### src/source/icache_settings.svh
`ifndef ICACHE_SETTINGS_SVH
`define ICACHE_SETTINGS_SVH

// cache geometry, fixed by the address split below
`define ICACHE_SETS         64
`define ICACHE_INDEX_BITS   6
`define ICACHE_LINE_BYTES   16
`define ICACHE_OFFSET_BITS  4
`define ICACHE_BEAT_BITS    2      // four 32-bit beats per line
`define ICACHE_TAG_BITS     22     // address bits above index and offset

// fetch side
`define FETCH_COOKIE_BITS   8      // epoch bit on top, sequence below
`define FETCH_RESET_PC      32'h0000_1000

`endif

### src/source/fetch_pkg.sv
`include "icache_settings.svh"

package fetch_pkg;

    typedef logic [31:0] fetch_addr_t;      // byte address
    typedef logic [`FETCH_COOKIE_BITS-1:0] fetch_cookie_t;
    typedef logic [63:0] fetch_packet_t;    // two instruction words
    typedef logic [31:0] instr_t;
    typedef logic [`ICACHE_LINE_BYTES*8-1:0] line_t;
    typedef logic way_t;

    // only misalignment is reported by this front end
    typedef enum logic [1:0] {
        EXC_NONE       = 2'd0,
        EXC_MISALIGNED = 2'd1,
        EXC_RESERVED   = 2'd2
    } fetch_exc_t;

endpackage

### src/source/fetch_pc_gen.sv
`timescale 1ns/1ns
`include "icache_settings.svh"

module fetch_pc_gen import fetch_pkg::*; (
    input  logic          clk,
    input  logic          reset,
    input  logic          ready,
    input  logic          redirect,
    input  fetch_addr_t   redirect_pc,
    output logic          req_valid,
    output fetch_addr_t   req_pc,
    output fetch_cookie_t req_cookie,
    output logic          epoch
);

    fetch_addr_t                   next_pc;
    logic                          epoch_q;
    logic [`FETCH_COOKIE_BITS-2:0] seq;
    logic                          running;   // set once reset is released

    // no request while the path changes, the next one goes to the target
    assign req_valid  = running & ready & ~redirect;
    assign req_pc     = next_pc;
    assign req_cookie = {epoch_q, seq};
    assign epoch      = epoch_q;

    always_ff @(posedge clk) begin
        if (reset) begin
            next_pc <= `FETCH_RESET_PC;
            epoch_q <= 1'b0;
            seq     <= '0;
            running <= 1'b0;
        end else begin
            running <= 1'b1;
            if (redirect) begin
                next_pc <= redirect_pc;
                epoch_q <= ~epoch_q;              // older responses become stale
            end else if (req_valid) begin
                next_pc <= {next_pc[31:3], 3'b000} + 32'd8;   // next packet
                seq     <= seq + 1'b1;
            end
        end
    end

endmodule

### config.mk
export PLATFORM = sky130hd
export DESIGN_NAME = fetch_pc_gen
export DESIGN_NICKNAME = d
export VERILOG_FILES = /design/src/source/fetch_pkg.sv /design/src/source/fetch_pc_gen.sv
export VERILOG_INCLUDE_DIRS = /design/src /design/src/source
export SDC_FILE = /design/constraint.sdc
export NUM_CORES = 1
export LEC_CHECK = 0
export BUFFER_PORTS_ARGS = -buffer_cell sky130_fd_sc_hd__buf_2
export CAP_MARGIN = 20
export CORE_MARGIN = 2
export CORE_UTILIZATION = 49
export CTS_BUF_LIST = sky130_fd_sc_hd__clkbuf_4 sky130_fd_sc_hd__clkbuf_8
export CTS_CLUSTER_SIZE = 12
export DETAILED_ROUTE_END_ITERATION = 12
export GPL_TIMING_DRIVEN = 0
export PLACE_DENSITY = 0.81
export SKIP_LAST_GASP = 1
export SLEW_MARGIN = 20
export SYNTH_ARGS = -nofsm -noshare
export SYNTH_HDL_FRONTEND = slang
export SYNTH_SLANG_ARGS = --single-unit
### constraint.sdc
create_clock -name clk -period 5.85 [get_ports clk]
set_input_delay 0.2925 -clock clk [delete_from_list [all_inputs] [get_ports clk]]
set_output_delay 0.2925 -clock clk [all_outputs]
set_load 0.01 [all_outputs]
==> results.py <==
metrics = {
    "die": {
        "die_w_um": 71.7,
        "initial_core_util_pct": 51.3,
        "rows": 24,
        "fp.dieH_um": 71.7,
        "design.die.area_mm2": 0.00514,
        "io_pins": 78,
        "core_area_mm2": 0.00438,
    },
    "critical_path": {
        "timing.rr.end": "req_pc[20]",
        "worstSetupEndpointType": "flop",
        "slowest_stage": "or4_1",
        "crit_arrival_ps": 2550,
        "slowest_delay_ps": 600,
        "required_ps": 6050,
        "critical_path_class": "reg2reg",
        "cpMostUsedCell": "or4_1",
        "reg2reg_from": "req_pc[5]",
        "critPathMaxFanout": 9,
        "path_cells": "nand3_1 -> or4_1 -> buf_2 -> or4_1 -> a311oi_1",
        "reg2regPathDepth": 5,
        "start_kind": "flop",
        "reg2reg_slack_ps": 3500,
    },
    "worst_hold_path": {
        "holdPathEnd": "req_pc[5]",
        "min_path_type": "in2reg",
        "worstHoldStart": "redirect_pc[5]",
        "hold_depth": 2,
    },
    "route": {
        "drc": 0,
        "first_pass_iters": 4,
        "wl_per_cell_um": 15.8,
        "routed_wl_um": 6550,
        "dr.first_iter.drc_count": 186,
        "antenna_left": 0,
        "viasPerCell": 6.00,
        "vias": 2491,
    },
    "synthesis": {
        "synth_simple_gate_area_share_pct": 34.2,
        "synth_seq_cells": 41,
        "syn_nets": 319,
        "synth_top_family_by_area": "simple AND/OR/NAND/NOR gates",
        "synthCells": 281,
        "synth_area_mm2": 0.00225,
        "ys.warnings.count": 0,
        "ys_seq_area_share_pct": 36.5,
        "synth.area.mux_share_pct": 0,
        "synthDistinctLibCells": 47,
        "synth_xor_area_share_pct": 5.46,
        "yosys.area_share.adder_pct": 1.11,
        "syn_avg_cell_area_um2": 8.00,
        "synth-compound-area-share_pct": 18.2,
    },
    "timing": {
        "max_slew_margin_pct": 35.9,
        "fin_skew_ps": 10.4,
        "rsz0062_at_grt": "false",
        "hold_viol": 0,
        "period_needed_ps": 2350,
        "fmax_mhz": 425,
        "tightest_slew_ps": 953,
        "final_max_slew_viol_count": 0,
        "setup_violations": 0,
        "fin_crit_sh_pct": 40.2,
        "tns_ps": 0,
    },
    "cells_and_area": {
        "drive_above_1_share_pct": 25.1,
        "layout.nets": 400,
        "final_common_cell": "buf_2",
        "fillerInstances": 412,
        "diodes": 0,
        "instances_no_fill": 415,
        "final_cell_mix": "buf_2, dfxtp_1, nand2_1",
        "area_growth_pct": 23.4,
    },
    "placement": {
        "dp_cells": 407,
        "portBuffers": 74,
        "gp_congestion": 0.936,
        "dpl.hpwl_um": 4800,
    },
    "clock_tree": {
        "clk_pin_slew_ps": 80,
        "clock_sinks": 41,
        "clkLatencyLatePin_ps": 300,
        "cts.path.max_buffers": 2,
        "holdBufCountCts": 0,
        "cts-resized-gates": 0,
        "cts_buffers": 5,
        "cts_tree": "yes",
        "h-tree-depth": 2,
        "root_buffer": "clkbuf_8",
        "cts_setup_buffers": 0,
    },
    "status": {
        "status": "finished, final reports clean",
    },
    "grt": {
        "grt_pass1_wl_um": 10900,
        "grt_pass1_vias": 2258,
        "grt_max_degree": 14,
        "antenna_found_initial": 0,
        "grt_remaining_overflow": 0,
        "grt_util_all_layers_pct": 26.7,
    },
    "power_and_ir_drop": {
        "peakVddDrop_v": 0.000127,
        "cellLeakagePower_nw": 1.09,
        "powerDensity_mw_per_mm2": 219,
    },
    "job": {
        "max-cap-violations": 0,
    },
}
metrics by stage:
step	setup WS, ps	hold WS [ps]	area [µm²]	power (mW)	util, %
final	3500	222	2770	0.607	63.3
after global routing	3300	233	2770	0.628	63.3
after CTS	3520	220	2770	0.606	63.3
after detailed placement	3550	479	2680	0.419	61.2
after global placement	3590	473	2680	0.416	61.2
after floorplan	3750	430	2250	0.374	-
power breakdown:
group,total (mW),switching (mW),internal [mW],leakage [nW]
clock,0.193,0.104,0.0888,0.0408
combinational,0.0949,0.0534,0.0415,0.712
sequential,0.319,0.0231,0.296,0.339
total,0.607,0.180,0.426,1.09
critical path, delay by kind of cell, from the launching register on:
family	cells	cell delay (ps)
buffers and inverters	1	190
AOI/OAI and AO/OA	1	270
and+or+nand+nor	3	1380
DFF	1	410
cell usage after synthesis (all sizes together):
cell type	n	share of area, %
nor2b	2	0.56
a2111oi	6	2.3
and4	9	3.6
a211oi	8	2.7
or4	3	1.0
o31ai	1	0.33
xor2	5	1.9
o2111a	3	1.5
nand3	17	3.8
a211o	1	0.39
a21oi	9	2.0
o31a	1	0.39
a311o	4	1.8
and3b	1	0.39
inv	6	1.0
a311oi	6	2.3
clkinv	2	0.33
o2111ai	1	0.39
o22ai	1	0.28
buf	3	0.72
nand2b	1	0.28
dfxtp	41	37
ha	2	1.1
nand2	34	5.7
and3	3	0.84
a21o	1	0.33
and2	2	0.56
o311a	1	0.45
nor4	10	3.1
nor3	13	2.9
nand4b	1	0.39
o211ai	1	0.33
or2	1	0.28
o21ai	8	1.8
or3	8	2.4
o211a	1	0.45
nor2	27	4.5
nand4	12	4.0
a32oi	1	0.39
clkbuf	15	2.5
xnor2	9	3.5
flip-flops by register name, indices dropped and copies added (netlist names):
signal / flops
running: 1
epoch: 1
seq: 7
req_pc: 32
how the worst max path moves through the flow:
stage	start	endpoint	slack (ps)
finish	req_pc[5]	req_pc[20]	3500
detailed placement	req_pc[5]	req_pc[20]	3550
global route	running	req_pc[21]	3300
floorplan	req_pc[5]	req_pc[20]	3750
global placement	req_pc[5]	req_pc[20]	3590
CTS	req_pc[5]	req_pc[20]	3520
area by class of cell:
| type | instances | area, µm² | area share (%) |
|---|---|---|---|
| Clock inverter | 2 | 15.0 | 0.541 |
| Inverter | 8 | 30.0 | 1.08 |
| Sequential cell | 41 | 821 | 29.6 |
| Clock buffer | 6 | 76.3 | 2.75 |
| Timing Repair Buffer | 74 | 370 | 13.4 |
| Buffer | 18 | 72.6 | 2.62 |
| Tap cell | 52 | 65.1 | 2.35 |
| Multi-Input combinational cell | 214 | 1320 | 47.7 |
per-layer routing:
layer | GRT usage [%] | vias to the layer above | share of wire (%)
met5 | 0 | - | 0
met3 | 5.49 | 6 | 7.2
met1 | 36.4 | 1163 | 45
met2 | 42.9 | 102 | 47
li1 | - | 1220 | -
met4 | 7.34 | 0 | 1.2
cells by family (layout without fill, tap and decap cells):
group	after synthesis	in the layout
buf+inv	26	108
fa+ha+maj	2	2
flops	41	41
xor+xnor	14	14
simple gates	144	144
compound gates	54	54
Power figures use the tool's default switching activity.
