===== config.mk =====
export PLATFORM = sky130hd
export DESIGN_NAME = fetch_align
export DESIGN_NICKNAME = d
export VERILOG_FILES = /design/src/source/fetch_pkg.sv /design/src/source/fetch_align.sv
export VERILOG_INCLUDE_DIRS = /design/src /design/src/source
export SDC_FILE = /design/constraint.sdc
export NUM_CORES = 1
export LEC_CHECK = 0
export ABC_AREA = 1
export BUFFER_PORTS_ARGS = -buffer_cell sky130_fd_sc_hd__buf_2
export CAP_MARGIN = 20
export CORE_ASPECT_RATIO = 0.7
export CORE_MARGIN = 8
export CORE_UTILIZATION = 36
export CTS_BUF_LIST = sky130_fd_sc_hd__clkbuf_2
export DETAILED_ROUTE_END_ITERATION = 6
export GPL_TIMING_DRIVEN = 0
export PLACE_DENSITY = 0.68
export SYNTH_ARGS = -nofsm -noshare
export SYNTH_HDL_FRONTEND = slang
export SYNTH_SLANG_ARGS = --single-unit

===== constraint.sdc =====
create_clock -name clk -period 3.35 [get_ports clk]
set_input_delay 0.1675 -clock clk [delete_from_list [all_inputs] [get_ports clk]]
set_output_delay 0.1675 -clock clk [all_outputs]
set_load 0.02 [all_outputs]

===== src/source/icache_settings.svh =====
`ifndef ICACHE_SETTINGS_SVH
`define ICACHE_SETTINGS_SVH

// cache geometry, fixed by the address split below
`define ICACHE_SETS         64
`define ICACHE_INDEX_BITS   6
`define ICACHE_LINE_BYTES   16
`define ICACHE_OFFSET_BITS  4
`define ICACHE_BEAT_BITS    2      // four 32-bit beats per line
`define ICACHE_TAG_BITS     22     // address bits above index and offset

// fetch side
`define FETCH_COOKIE_BITS   8      // epoch bit on top, sequence below
`define FETCH_RESET_PC      32'h0000_1000

`endif


===== src/source/fetch_pkg.sv =====
`include "icache_settings.svh"

package fetch_pkg;

    typedef logic [31:0] fetch_addr_t;      // byte address
    typedef logic [`FETCH_COOKIE_BITS-1:0] fetch_cookie_t;
    typedef logic [63:0] fetch_packet_t;    // two instruction words
    typedef logic [31:0] instr_t;
    typedef logic [`ICACHE_LINE_BYTES*8-1:0] line_t;
    typedef logic way_t;

    // only misalignment is reported by this front end
    typedef enum logic [1:0] {
        EXC_NONE       = 2'd0,
        EXC_MISALIGNED = 2'd1,
        EXC_RESERVED   = 2'd2
    } fetch_exc_t;

endpackage


===== src/source/fetch_align.sv =====
`timescale 1ns/1ns
`include "icache_settings.svh"

module fetch_align import fetch_pkg::*; (
    input  logic          clk,
    input  logic          reset,
    input  logic          epoch,
    input  logic          resp_valid,
    input  fetch_packet_t resp_data,
    input  fetch_addr_t   resp_pc,
    input  fetch_cookie_t resp_cookie,
    input  fetch_exc_t    resp_exc,
    output logic          lane0_valid,
    output instr_t        lane0_instr,
    output logic          lane1_valid,
    output instr_t        lane1_instr,
    output fetch_addr_t   out_pc,
    output fetch_exc_t    out_exc
);

    logic live;    // response from the current path
    logic upper;   // pc points at the second word of the packet

    assign live  = resp_valid & (resp_cookie[`FETCH_COOKIE_BITS-1] == epoch);
    assign upper = resp_pc[2];

    always_ff @(posedge clk) begin
        if (reset) begin
            lane0_valid <= 1'b0;
            lane1_valid <= 1'b0;
        end else begin
            lane0_valid <= live;
            lane1_valid <= live & ~upper & (resp_exc == EXC_NONE);
        end
    end

    always_ff @(posedge clk) begin
        if (live) begin
            lane0_instr <= upper ? resp_data[63:32] : resp_data[31:0];
            lane1_instr <= resp_data[63:32];
            out_pc      <= resp_pc;
            out_exc     <= resp_exc;
        end
    end

endmodule


==> metrics.md, run 1 <==
| Metric | Value |
|---|---|
| Core Area | `0.00961 mm²` |
| Peak VDD IR | `between 0.2 and 0.3 mV` |
| TritonCTS clock tree | `done` |
| Layout Nets | `640` |
| Antenna Nets Post-Route | `0` |
| Fillers | `775` |
| Initial Utilization | `a little under two fifths` |
| Input/output buffers | `202` |
| Setup Viol. Count Final | `0` |
| Leakage power | `2.60 nW` |
| Post-Syn Instances | `216` |
| Area post-placement | `0.00473 mm²` |
| Die ar. | `0.0133 mm²` |
| Clock Tree Buf Depth | `2` |
| Routed WL | `11.0 mm` |
| Largest net degree at the start of global routing | `52` |
| Worst path bufs/invs | `1` |
| Ys flop type | `edfxtp_1` |
| Diodes inserted | `0` |
| Maxcap violations | `0` |
| Hold depth | `3` |
| CTS buffer count | `9` |
| Die height | `~99 µm` |
| Worst path max stage delay | `around 0.47 ns` |
| CP Max Fanout | `1` |
| Initial antenna violation count | `0` |
| Hold Crit Endpoint | `lane0_instr[2]$_DFFE_PP_` |
| HP Class | `input port to flip-flop` |
| Most common cell in the netlist | `edfxtp_1` |
| CP Launch Type | `flip-flop` |
| Status | `finished, final reports clean` |
| Hold wc startpoint | `resp_valid` |
| Crit path required time | `3.18 ns` |
| WL/cell | `16.7 µm` |
| Worst Setup Path Type | `flip-flop to primary output` |
| Synthesized area per cell | `16.3 µm²` |
| Final instance area | `roughly 0.0058 mm²` |
| RSZ-0062 raised after global routing | `false` |
| Critical Path AT | `1.19 ns` |
| Vias per cell | `4.33` |
| Slew margin rel. | `between 50% and 60%` |
| Synth cell count leaders | `98 x edfxtp_1, 86 x nand2_1, 13 x nand2_2, 5 x inv_1` |
| Synth top area share | `approximately 83%` |
| Post-synthesis cell area | `0.00353 mm²` |
| HPWL after DPL | `7.48 mm` |
| Reg clk slew, reported paths | `between 0.2 and 0.3 ns` |
| Layout area overhead | `64.9%` |
| Num rows | `30` |
| DR pass1 iterations | `4` |
| I/O pins | `210` |
| Detailed Route Iter0 Violations | `104` |
| Share of layout cells above drive strength 1 | `44.9%` |
| CP Capture Type | `primary output` |
| Worst-path cell chain | `buf_2` |
| Hold Vio Cnt, Final | `0` |
| CP max stage cell | `edfxtp_1` |
| Post-synth ARST share | `0%` |
| Vias in the first global route | `3157` |
| H-tree depth | `3` |
| Worst setup margin | `between 1.5 and 2 ns` |
| Clk sinks | `100` |
| Cell family with most CP delay | `flip-flops` |
| Post-synth EDFFs | `98` |
| Worst Tran Pin Value | `0.631 ns` |
| Min Clock Period, post-route | `1.36 ns` |
| GR Util All Layers | `16.5%` |
| DP Worst Slack | `1.67 ns` |
| Max Clock Freq | `~0.74 GHz` |
| Sequential share of the synthesized area | `84.5%` |
| Pwr dens | `between 400 and 500 mW/mm²` |
| Dominant cells by area after synthesis | `edfxtp_1 83%, nand2_1 9.1%, nand2_2 2.3%` |
| Leading area contributor after synthesis | `edfxtp_1` |
| Root Driver | `clkbuf_2` |
| Final RePlAce weighted congestion | `0.812` |
| Synth Warn # | `0` |
| Synth Register Bits | `100` |
| Yosys cell types | `12` |
| Post-Syn Nets | `326` |
| First-pass GRT wire length | `17.0 mm` |
| Count of pins over their slew limit | `0` |
| Final period util | `40.5%` |
| Die W | `134 µm` |
| Grt ovf | `0` |
| DRC | `0` |
| Routed via count | `2872` |
==> worst min-delay path, stage by stage <==
cell and delay (ns):
buf_2 0.10, nand3_1 0.12, inv_4 0.22
==> power by group <==
part	leakage [nW]	total (mW)	switching (mW)	internal [mW]
combinational	1.60	0.509	0.293	0.217
sequential	0.936	1.52	0.0277	1.50
clock	0.0601	0.488	0.386	0.102
total	2.60	2.52	0.706	1.81
==> repair_timing <==
action | CTS | global route
hold buffers | 100 | 0
gates resized for setup | 0 | 0
endpoints found under the hold margin | 100 | 0
buffers inserted | 0 | 0
==> cells by family (layout without fill, tap and decap cells) <==
kind of cell	Yosys count	count (layout)	share of synthesized area [%]
flops	100	100	84.5
buf+inv	13	332	3.54
simple gates	103	103	12.0
==> placed cells by master (no fill, tap or decap) <==
cell type      count
buf_2            202
dlygate4sd3_1    100
edfxtp_1          98
nand2_1           86
nand2_2           13
clkbuf_2          10
inv_1              4
buf_6              3
clkbuf_8           3
nor2_1             2
inv_6              2
clkinv_2           2
dfxtp_1            2
inv_8              1
buf_12             1
nand3_1            1
inv_4              1
nand4_1            1
clkinv_1           1
clkinvlp_4         1
buf_16             1
==> registers in the layout (all words and copies together) (netlist names) <==
register	count
lane0_instr	32
lane1_instr	32
out_pc	32
out_exc	2
lane0_valid	1
lane1_valid	1
==> worst max-delay path by stage <==
stage	from	end	depth (start not counted)	slack [ns]
after global routing	out_pc[13]$_DFFE_PP_	out_pc[13]	1	1.89
after global placement	epoch	lane0_instr[14]$_DFFE_PP_	5	-0.13
after floorplan	epoch	lane0_instr[0]$_DFFE_PP_	4	0.67
final	lane0_instr[7]$_DFFE_PP_	lane0_instr[7]	1	1.99
after detailed placement	epoch	out_pc[4]$_DFFE_PP_	6	1.67
after CTS	lane0_instr[18]$_DFFE_PP_	lane0_instr[18]	1	1.94
==> final cells by class <==
class | count | area, µm² | share of cell area [%]
inverters | 6 | 32.5 | 0.559
clock buffers | 10 | 50.0 | 0.860
repair buffers | 303 | 2040 | 35.0
well taps | 128 | 160 | 2.75
multi-input cells | 103 | 423 | 7.26
clock inverters | 6 | 38.8 | 0.666
plain buffers | 7 | 95.1 | 1.63
flip-flops and latches | 100 | 2980 | 51.2
==> metal layers <==
layer / track usage [%] / part of all wire [%] / vias up
met3: 9.25 / 13 / 13
met5: 0 / 0 / -
met2: 28.3 / 49 / 163
li1: - / - / 1374
met1: 16.9 / 37 / 1322
met4: 4.82 / 1.3 / 0
==> metrics by stage <==
| stage | hold slack, ns | TNS (ns) | std cells | utilization [%] | total power [mW] |
|---|---|---|---|---|---|
| 5_1_grt | 0.237 | 0 | 663 | 60.6 | 2.63 |
| 3_3_place_gp | 0.344 | -12.29 | 546 | 48.9 | 1.96 |
| 2_1_floorplan | 0.266 | 0 | 216 | - | 1.77 |
| 6_report | 0.310 | 0 | 663 | 60.6 | 2.52 |
| 3_5_place_dp | 0.346 | 0 | 547 | 49.2 | 1.97 |
| 4_1_cts | 0.244 | 0 | 663 | 60.6 | 2.55 |
Power figures use the tool's default switching activity.
==> inputs of run 2 (changes only) <==
Clock period 3.35 ns to 1.29 ns, I/O delays scaled along.
==> run 2 against run 1 <==
Sequential cell count unchanged. Core utilization grew 5.1 points. Hold slack got worse by 0.092 ns. Critical path depth stayed put. Count of clock-buffer cells in the layout unchanged. Highest routed layer unchanged. Design area is 8.4% higher. Non-clock buffer count increased by 1. Global-route usage down 0.56 points. Wire length grew 1.5%. Largest cell class unchanged.
==> metrics.md, run 2 (synthesis gave the netlist of run 1 again) <==
| Metric | Value |
|---|---|
| Most frequent cells in the layout | `138 x buf_2, 100 x dlygate4sd3_1, 98 x edfxtp_1, 84 x nand2_1, 66 x buf_6 (was 202 x buf_2, 100 x dlygate4sd3_1, 98 x edfxtp_1, 86 x nand2_1, 13 x nand2_2)` |
| DR pass1 iterations | `4 (unchanged)` |
| Detailed Route Iter0 Violations | `83 (was 104)` |
| Worst path max stage delay | `0.46 ns (was 0.47 ns)` |
| Largest net degree at the start of global routing | `40 (was 52)` |
| Final period util | `93.4%` |
| CP Capture Type | `primary output (unchanged)` |
| Leakage power | `2.77 nW (was 2.60 nW)` |
| Most common cell after layout, fill and taps aside | `buf_2 (unchanged)` |
| CTS buffer count | `9 (unchanged)` |
| CP startpoint | `lane0_instr[25]$_DFFE_PP_ (was lane0_instr[7]$_DFFE_PP_)` |
| HP Class | `input port to flip-flop (unchanged)` |
| Reg clk slew, reported paths | `0.25 ns (was 0.26 ns)` |
| Worst setup margin | `0.0848 ns (was 1.99 ns)` |
| Initial Utilization | `36.7% (unchanged)` |
| Cell family with most CP delay | `flip-flops (unchanged)` |
| Layout area overhead | `78.8% (was 64.9%)` |
| Pwr dens | `1140 mW/mm² (was 433 mW/mm²)` |
| CP Max Fanout | `1 (unchanged)` |
| Grt ovf | `0 (unchanged)` |
| Max Clock Freq | `0.830 GHz` |
| Die W | `134 µm (unchanged)` |
| Initial antenna violation count | `0 (unchanged)` |
| Antenna Nets Post-Route | `0 (unchanged)` |
| Status | `finished, final reports clean (unchanged)` |
| Num rows | `30 (unchanged)` |
| Worst path bufs/invs | `1 (unchanged)` |
| Setup Viol. Count Final | `0 (unchanged)` |
| Routed via count | `2863 (was 2872)` |
| Hold Vio Cnt, Final | `0 (unchanged)` |
| Top Registers | `lane0_instr: 32 flops, lane1_instr: 32 flops, out_pc: 32 flops (unchanged)` |
| GR Util All Layers | `15.9% (was 16.5%)` |
| Die height | `98.9 µm (unchanged)` |
| Final RePlAce weighted congestion | `0.751 (was 0.812)` |
| Final hold slack | `0.217 ns (was 0.310 ns)` |
| Min Clock Period, post-route | `1.21 ns` |
| Vias per cell | `4.31 (was 4.33)` |
| Hold depth | `2 (was 3)` |
| Core Area | `0.00961 mm² (unchanged)` |
| Die ar. | `0.0133 mm² (unchanged)` |
| Share of layout cells above drive strength 1 | `46.1% (was 44.9%)` |
| Worst-path cell chain | `buf_6 (was buf_2)` |
| Critical Path AT | `1.14 ns (was 1.19 ns)` |
| Slew margin rel. | `55.6% (was 58.0%)` |
| Hold wc startpoint | `resp_pc[17] (was resp_valid)` |
| TritonCTS clock tree | `done (unchanged)` |
| CP Launch Type | `flip-flop (unchanged)` |
| Root Driver | `clkbuf_2 (unchanged)` |
| Peak VDD IR | `0.698 mV (was 0.267 mV)` |
| Maxcap violations | `0 (unchanged)` |
| Vias in the first global route | `3138 (was 3157)` |
| Worst Tran Pin Value | `0.665 ns (was 0.631 ns)` |
| I/O pins | `210 (unchanged)` |
| Crit path required time | `1.23 ns (was 3.18 ns)` |
| Count of pins over their slew limit | `0 (unchanged)` |
| Hold Crit Endpoint | `out_pc[17]$_DFFE_PP_ (was lane0_instr[2]$_DFFE_PP_)` |
| First-pass GRT wire length | `16.5 mm (was 17.0 mm)` |
| Layout Nets | `641 (was 640)` |
| Worst Setup Path Type | `flip-flop to primary output (unchanged)` |
| DP Worst Slack | `-0.404 ns (was 1.67 ns)` |
| WL/cell | `16.9 µm (was 16.7 µm)` |
| HPWL after DPL | `7.24 mm (was 7.48 mm)` |
| CP max stage cell | `edfxtp_1 (unchanged)` |
| Clock Tree Buf Depth | `2 (unchanged)` |
| H-tree depth | `3 (unchanged)` |
| Clk sinks | `100 (unchanged)` |
| Input/output buffers | `202 (unchanged)` |
| DRC | `0 (unchanged)` |
| Routed WL | `11.2 mm (was 11.0 mm)` |
| RSZ-0062 raised after global routing | `true (was false)` |
==> run 2: changes by cell type in the layout (fill, tap and decap cells not counted), sizes merged <==
cell	delta
bufinv	+2
inv	-2
buf	+1
diode	+1
==> run 2: worst max-delay path by stage <==
stage	endpoint	depth (start not counted)
6_report	lane0_instr[25]	1
5_1_grt	lane0_instr[25]	1
3_3_place_gp	lane0_instr[10]$_DFFE_PP_	5
3_5_place_dp	lane0_instr[10]$_DFFE_PP_	5
2_1_floorplan	lane0_instr[0]$_DFFE_PP_	4
4_1_cts	out_pc[22]	1
==> run 2: layer usage <==
layer | share of wire, % | GRT usage [%] | up-vias | routed length (µm)
met5 | 0 | 0 | - | 0
met4 | 1.2 | 4.73 | 0 | 133
met3 | 12 | 8.43 | 12 | 1340
met2 | 52 | 28.0 | 149 | 5810
met1 | 35 | 16.1 | 1330 | 3920
li1 | - | - | 1372 | -
==> run 2: report_power, final <==
| part | switching (mW) | internal, mW | total, mW |
|---|---|---|---|
| Combinational | 0.773 | 0.765 | 1.54 |
| Clock | 0.988 | 0.655 | 1.64 |
| Sequential | 0.106 | 3.89 | 4.00 |
==> run 2: final cells by class <==
class	count	area [µm²]
diodes	1	2.50
clock inverters	6	87.6
inverters	6	48.8
well taps	128	160
multi-input cells	103	438
clock buffers	10	50.0
fillers	694	3300
repair buffers	304	2450
plain buffers	7	95.1
flip-flops and latches	100	2980
==> run 2: timing repair <==
item | CTS | global route
setup endpoints to repair | 1 | 71
pin swaps | 0 | 0
hold endpoints to repair | 100 | 0
setup buffers | 0 | 0
cloned | 0 | 0
resized for setup | 0 | 129
hold buffers | 100 | 0
==> run 2: per-stage QoR <==
stage	utilization, %	power (mW)	area [µm²]	instances	TNS [ns]
detailed placement	49.7	5.12	4780	548	-31.29
global placement	49.3	5.09	4740	546	-148.85
global route	65.7	7.47	6310	664	-1.01
finish	65.7	7.18	6310	665	0
floorplan	-	4.60	3560	216	-72.72
CTS	61.5	7.02	5910	664	-0.000965
==> inputs of run 3 (changes only) <==
Settings changed: CORE_UTILIZATION 36 to 45, PLACE_DENSITY 0.68 to 0.83.
==> run 3 against run 2 <==
The run now ends with setup timing left. Global-route usage is 5.9 points higher. Maximum frequency is 6.9% lower. Design area decreased by 3.2%. Final cell count shrank 4.1%. Power decreased by 3.8%. Combinational power about the same. Sequential power is essentially flat. Critical path type unchanged. Largest power group unchanged.
==> metrics.md, run 3 (synthesis gave the netlist of run 1 again) <==
| Metric | Value |
|---|---|
| Worst Setup Path Type | `flip-flop to primary output (unchanged)` |
| Largest net degree at the start of global routing | `40 (unchanged)` |
| H-tree depth | `3 (unchanged)` |
| Vias per cell | `4.85 (was 4.31)` |
| Die W | `122 µm (was 134 µm)` |
| Slew margin rel. | `54.9% (was 55.6%)` |
| Worst path bufs/invs | `1 (unchanged)` |
| Routed via count | `3097 (was 2863)` |
| Post-CTS setup buffer count | `0 (unchanged)` |
| First-pass GRT wire length | `18.5 mm (was 16.5 mm)` |
| Area post-placement | `0.00474 mm² (was 0.00478 mm²)` |
| Core Area | `0.00774 mm² (was 0.00961 mm²)` |
| DP Worst Slack | `-0.586 ns (was -0.404 ns)` |
| DR pass1 iterations | `5 (was 4)` |
| Input/output buffers | `202 (unchanged)` |
| Layout area overhead | `73.2% (was 78.8%)` |
| CP Launch Type | `flip-flop (unchanged)` |
| CP Capture Type | `primary output (unchanged)` |
| Reg clk slew, reported paths | `0.32 ns (was 0.25 ns)` |
| Crit path required time | `1.23 ns (about the same)` |
| Most frequent cells in the layout | `161 x buf_2, 100 x dlygate4sd3_1, 98 x edfxtp_1, 84 x nand2_1, 44 x buf_6 (was 138 x buf_2, 100 x dlygate4sd3_1, 98 x edfxtp_1, 84 x nand2_1, 66 x buf_6)` |
| Grt ovf | `0 (unchanged)` |
| Failing checks | `setup timing` |
| Antenna Nets Post-Route | `0 (unchanged)` |
| Die height | `90.1 µm (was 98.9 µm)` |
| Critical Path AT | `1.23 ns (was 1.14 ns)` |
| Hold wc startpoint | `resp_pc[19] (was resp_pc[17])` |
| Leakage power | `2.70 nW (was 2.77 nW)` |
| Initial antenna violation count | `0 (unchanged)` |
| Min Clock Period, post-route | `1.29 ns (was 1.21 ns)` |
| Count of pins over their slew limit | `0 (unchanged)` |
| Die ar. | `0.0110 mm² (was 0.0133 mm²)` |
| Share of layout cells above drive strength 1 | `46.2% (was 46.1%)` |
| Hold Vio Cnt, Final | `0 (unchanged)` |
| Diodes inserted | `0 (was 1)` |
| Layout Nets | `642 (was 641)` |
| Routed WL | `13.3 mm (was 11.2 mm)` |
| Fillers | `443 (was 694)` |
| CP Max Fanout | `1 (unchanged)` |
| Worst-path cell chain | `buf_6 (unchanged)` |
| Pwr dens | `1130 mW/mm² (was 1140 mW/mm²)` |
| Num rows | `27 (was 30)` |
| WL/cell | `20.8 µm (was 16.9 µm)` |
| CP startpoint | `lane0_instr[14]$_DFFE_PP_ (was lane0_instr[25]$_DFFE_PP_)` |
| HPWL after DPL | `7.53 mm (was 7.24 mm)` |
| Worst Tran Pin Value | `0.672 ns (was 0.665 ns)` |
| CP Depth | `1 (unchanged)` |
| Cell family with most CP delay | `flip-flops (unchanged)` |
| Maxcap violations | `0 (unchanged)` |
| Worst setup margin | `-0.00396 ns (was 0.0848 ns)` |
| Max Clock Freq | `0.773 GHz (was 0.830 GHz)` |
| Top Registers | `lane0_instr: 32 flops, lane1_instr: 32 flops, out_pc: 32 flops (unchanged)` |
| DRC | `0 (unchanged)` |
| Final RePlAce weighted congestion | `0.739 (was 0.751)` |
| TritonCTS clock tree | `done (unchanged)` |
| Clk sinks | `100 (unchanged)` |
| HP Class | `input port to flip-flop (unchanged)` |
| GR Util All Layers | `21.8% (was 15.9%)` |
| RSZ-0062 raised after global routing | `true (unchanged)` |
| Status | `finished, violations left (was finished, final reports clean)` |
| CTS buffer count | `9 (unchanged)` |
| CP max stage cell | `edfxtp_1 (unchanged)` |
| Vias in the first global route | `3356 (was 3138)` |
| Peak VDD IR | `0.664 mV (was 0.698 mV)` |
| Detailed Route Iter0 Violations | `257 (was 83)` |
| Final period util | `100% (was 93.4%)` |
| Worst path max stage delay | `0.51 ns (was 0.46 ns)` |
| Initial Utilization | `45.6% (was 36.7%)` |
| Final hold slack | `0.189 ns (was 0.217 ns)` |
| Setup Viol. Count Final | `2 (was 0)` |
| Hold depth | `2 (unchanged)` |
| Final instance area | `0.00611 mm² (was 0.00631 mm²)` |
| Clock Tree Buf Depth | `2 (unchanged)` |
| Post-Route Utilization | `79.0% (was 65.7%)` |
| I/O pins | `210 (unchanged)` |
| Root Driver | `clkbuf_2 (unchanged)` |
| Most common cell after layout, fill and taps aside | `buf_2 (unchanged)` |
run 3: report_power, final:
group          leakage (nW)  internal, mW  switching, mW
Combinational          1.70         0.697          0.812
Sequential            0.936          3.89          0.114
Clock                0.0630         0.299           1.09
Total                  2.70          4.89           2.02
run 3: worst paths after layout:
kind                   end  slack, ns
max        lane0_instr[14]     -0.004
min   out_pc[19]$_DFFE_PP_       0.19
run 3: cell type report:
type                    instances  area (µm²)  share of cell area [%]
flip-flops and latches        100        2980                    48.8
repair buffers                304        2310                    37.8
multi-input cells             103         438                    7.16
well taps                     101         126                    2.07
plain buffers                   7        95.1                    1.56
clock inverters                 6        60.1                   0.982
clock buffers                  10        50.0                   0.818
inverters                       6        48.8                   0.798
repair inverters                1        5.00                  0.0818
run 3: metal layers:
layer | up-vias | GRT usage (%) | part of all wire, %
met4 | 0 | 6.35 | 1.8
met5 | - | 0 | 0
met3 | 22 | 8.68 | 11
met1 | 1498 | 22.2 | 34
li1 | 1377 | - | -
met2 | 200 | 39.9 | 53
run 3: timing repair:
action	in CTS	in global routing
endpoints found under the setup margin	3	56
hold buffers	100	0
endpoints found under the hold margin	100	0
gates cloned	0	1
resized for setup	6	78
run 3: through the flow:
step / power, mW / setup TNS (ns) / instances
after floorplan: 4.60 / -72.72 / 216
after global placement: 5.08 / -143.02 / 519
after detailed placement: 5.13 / -38.40 / 521
after CTS: 6.72 / -0.0814 / 637
after global routing: 7.14 / -1.29 / 638
final: 6.90 / -0.00534 / 638
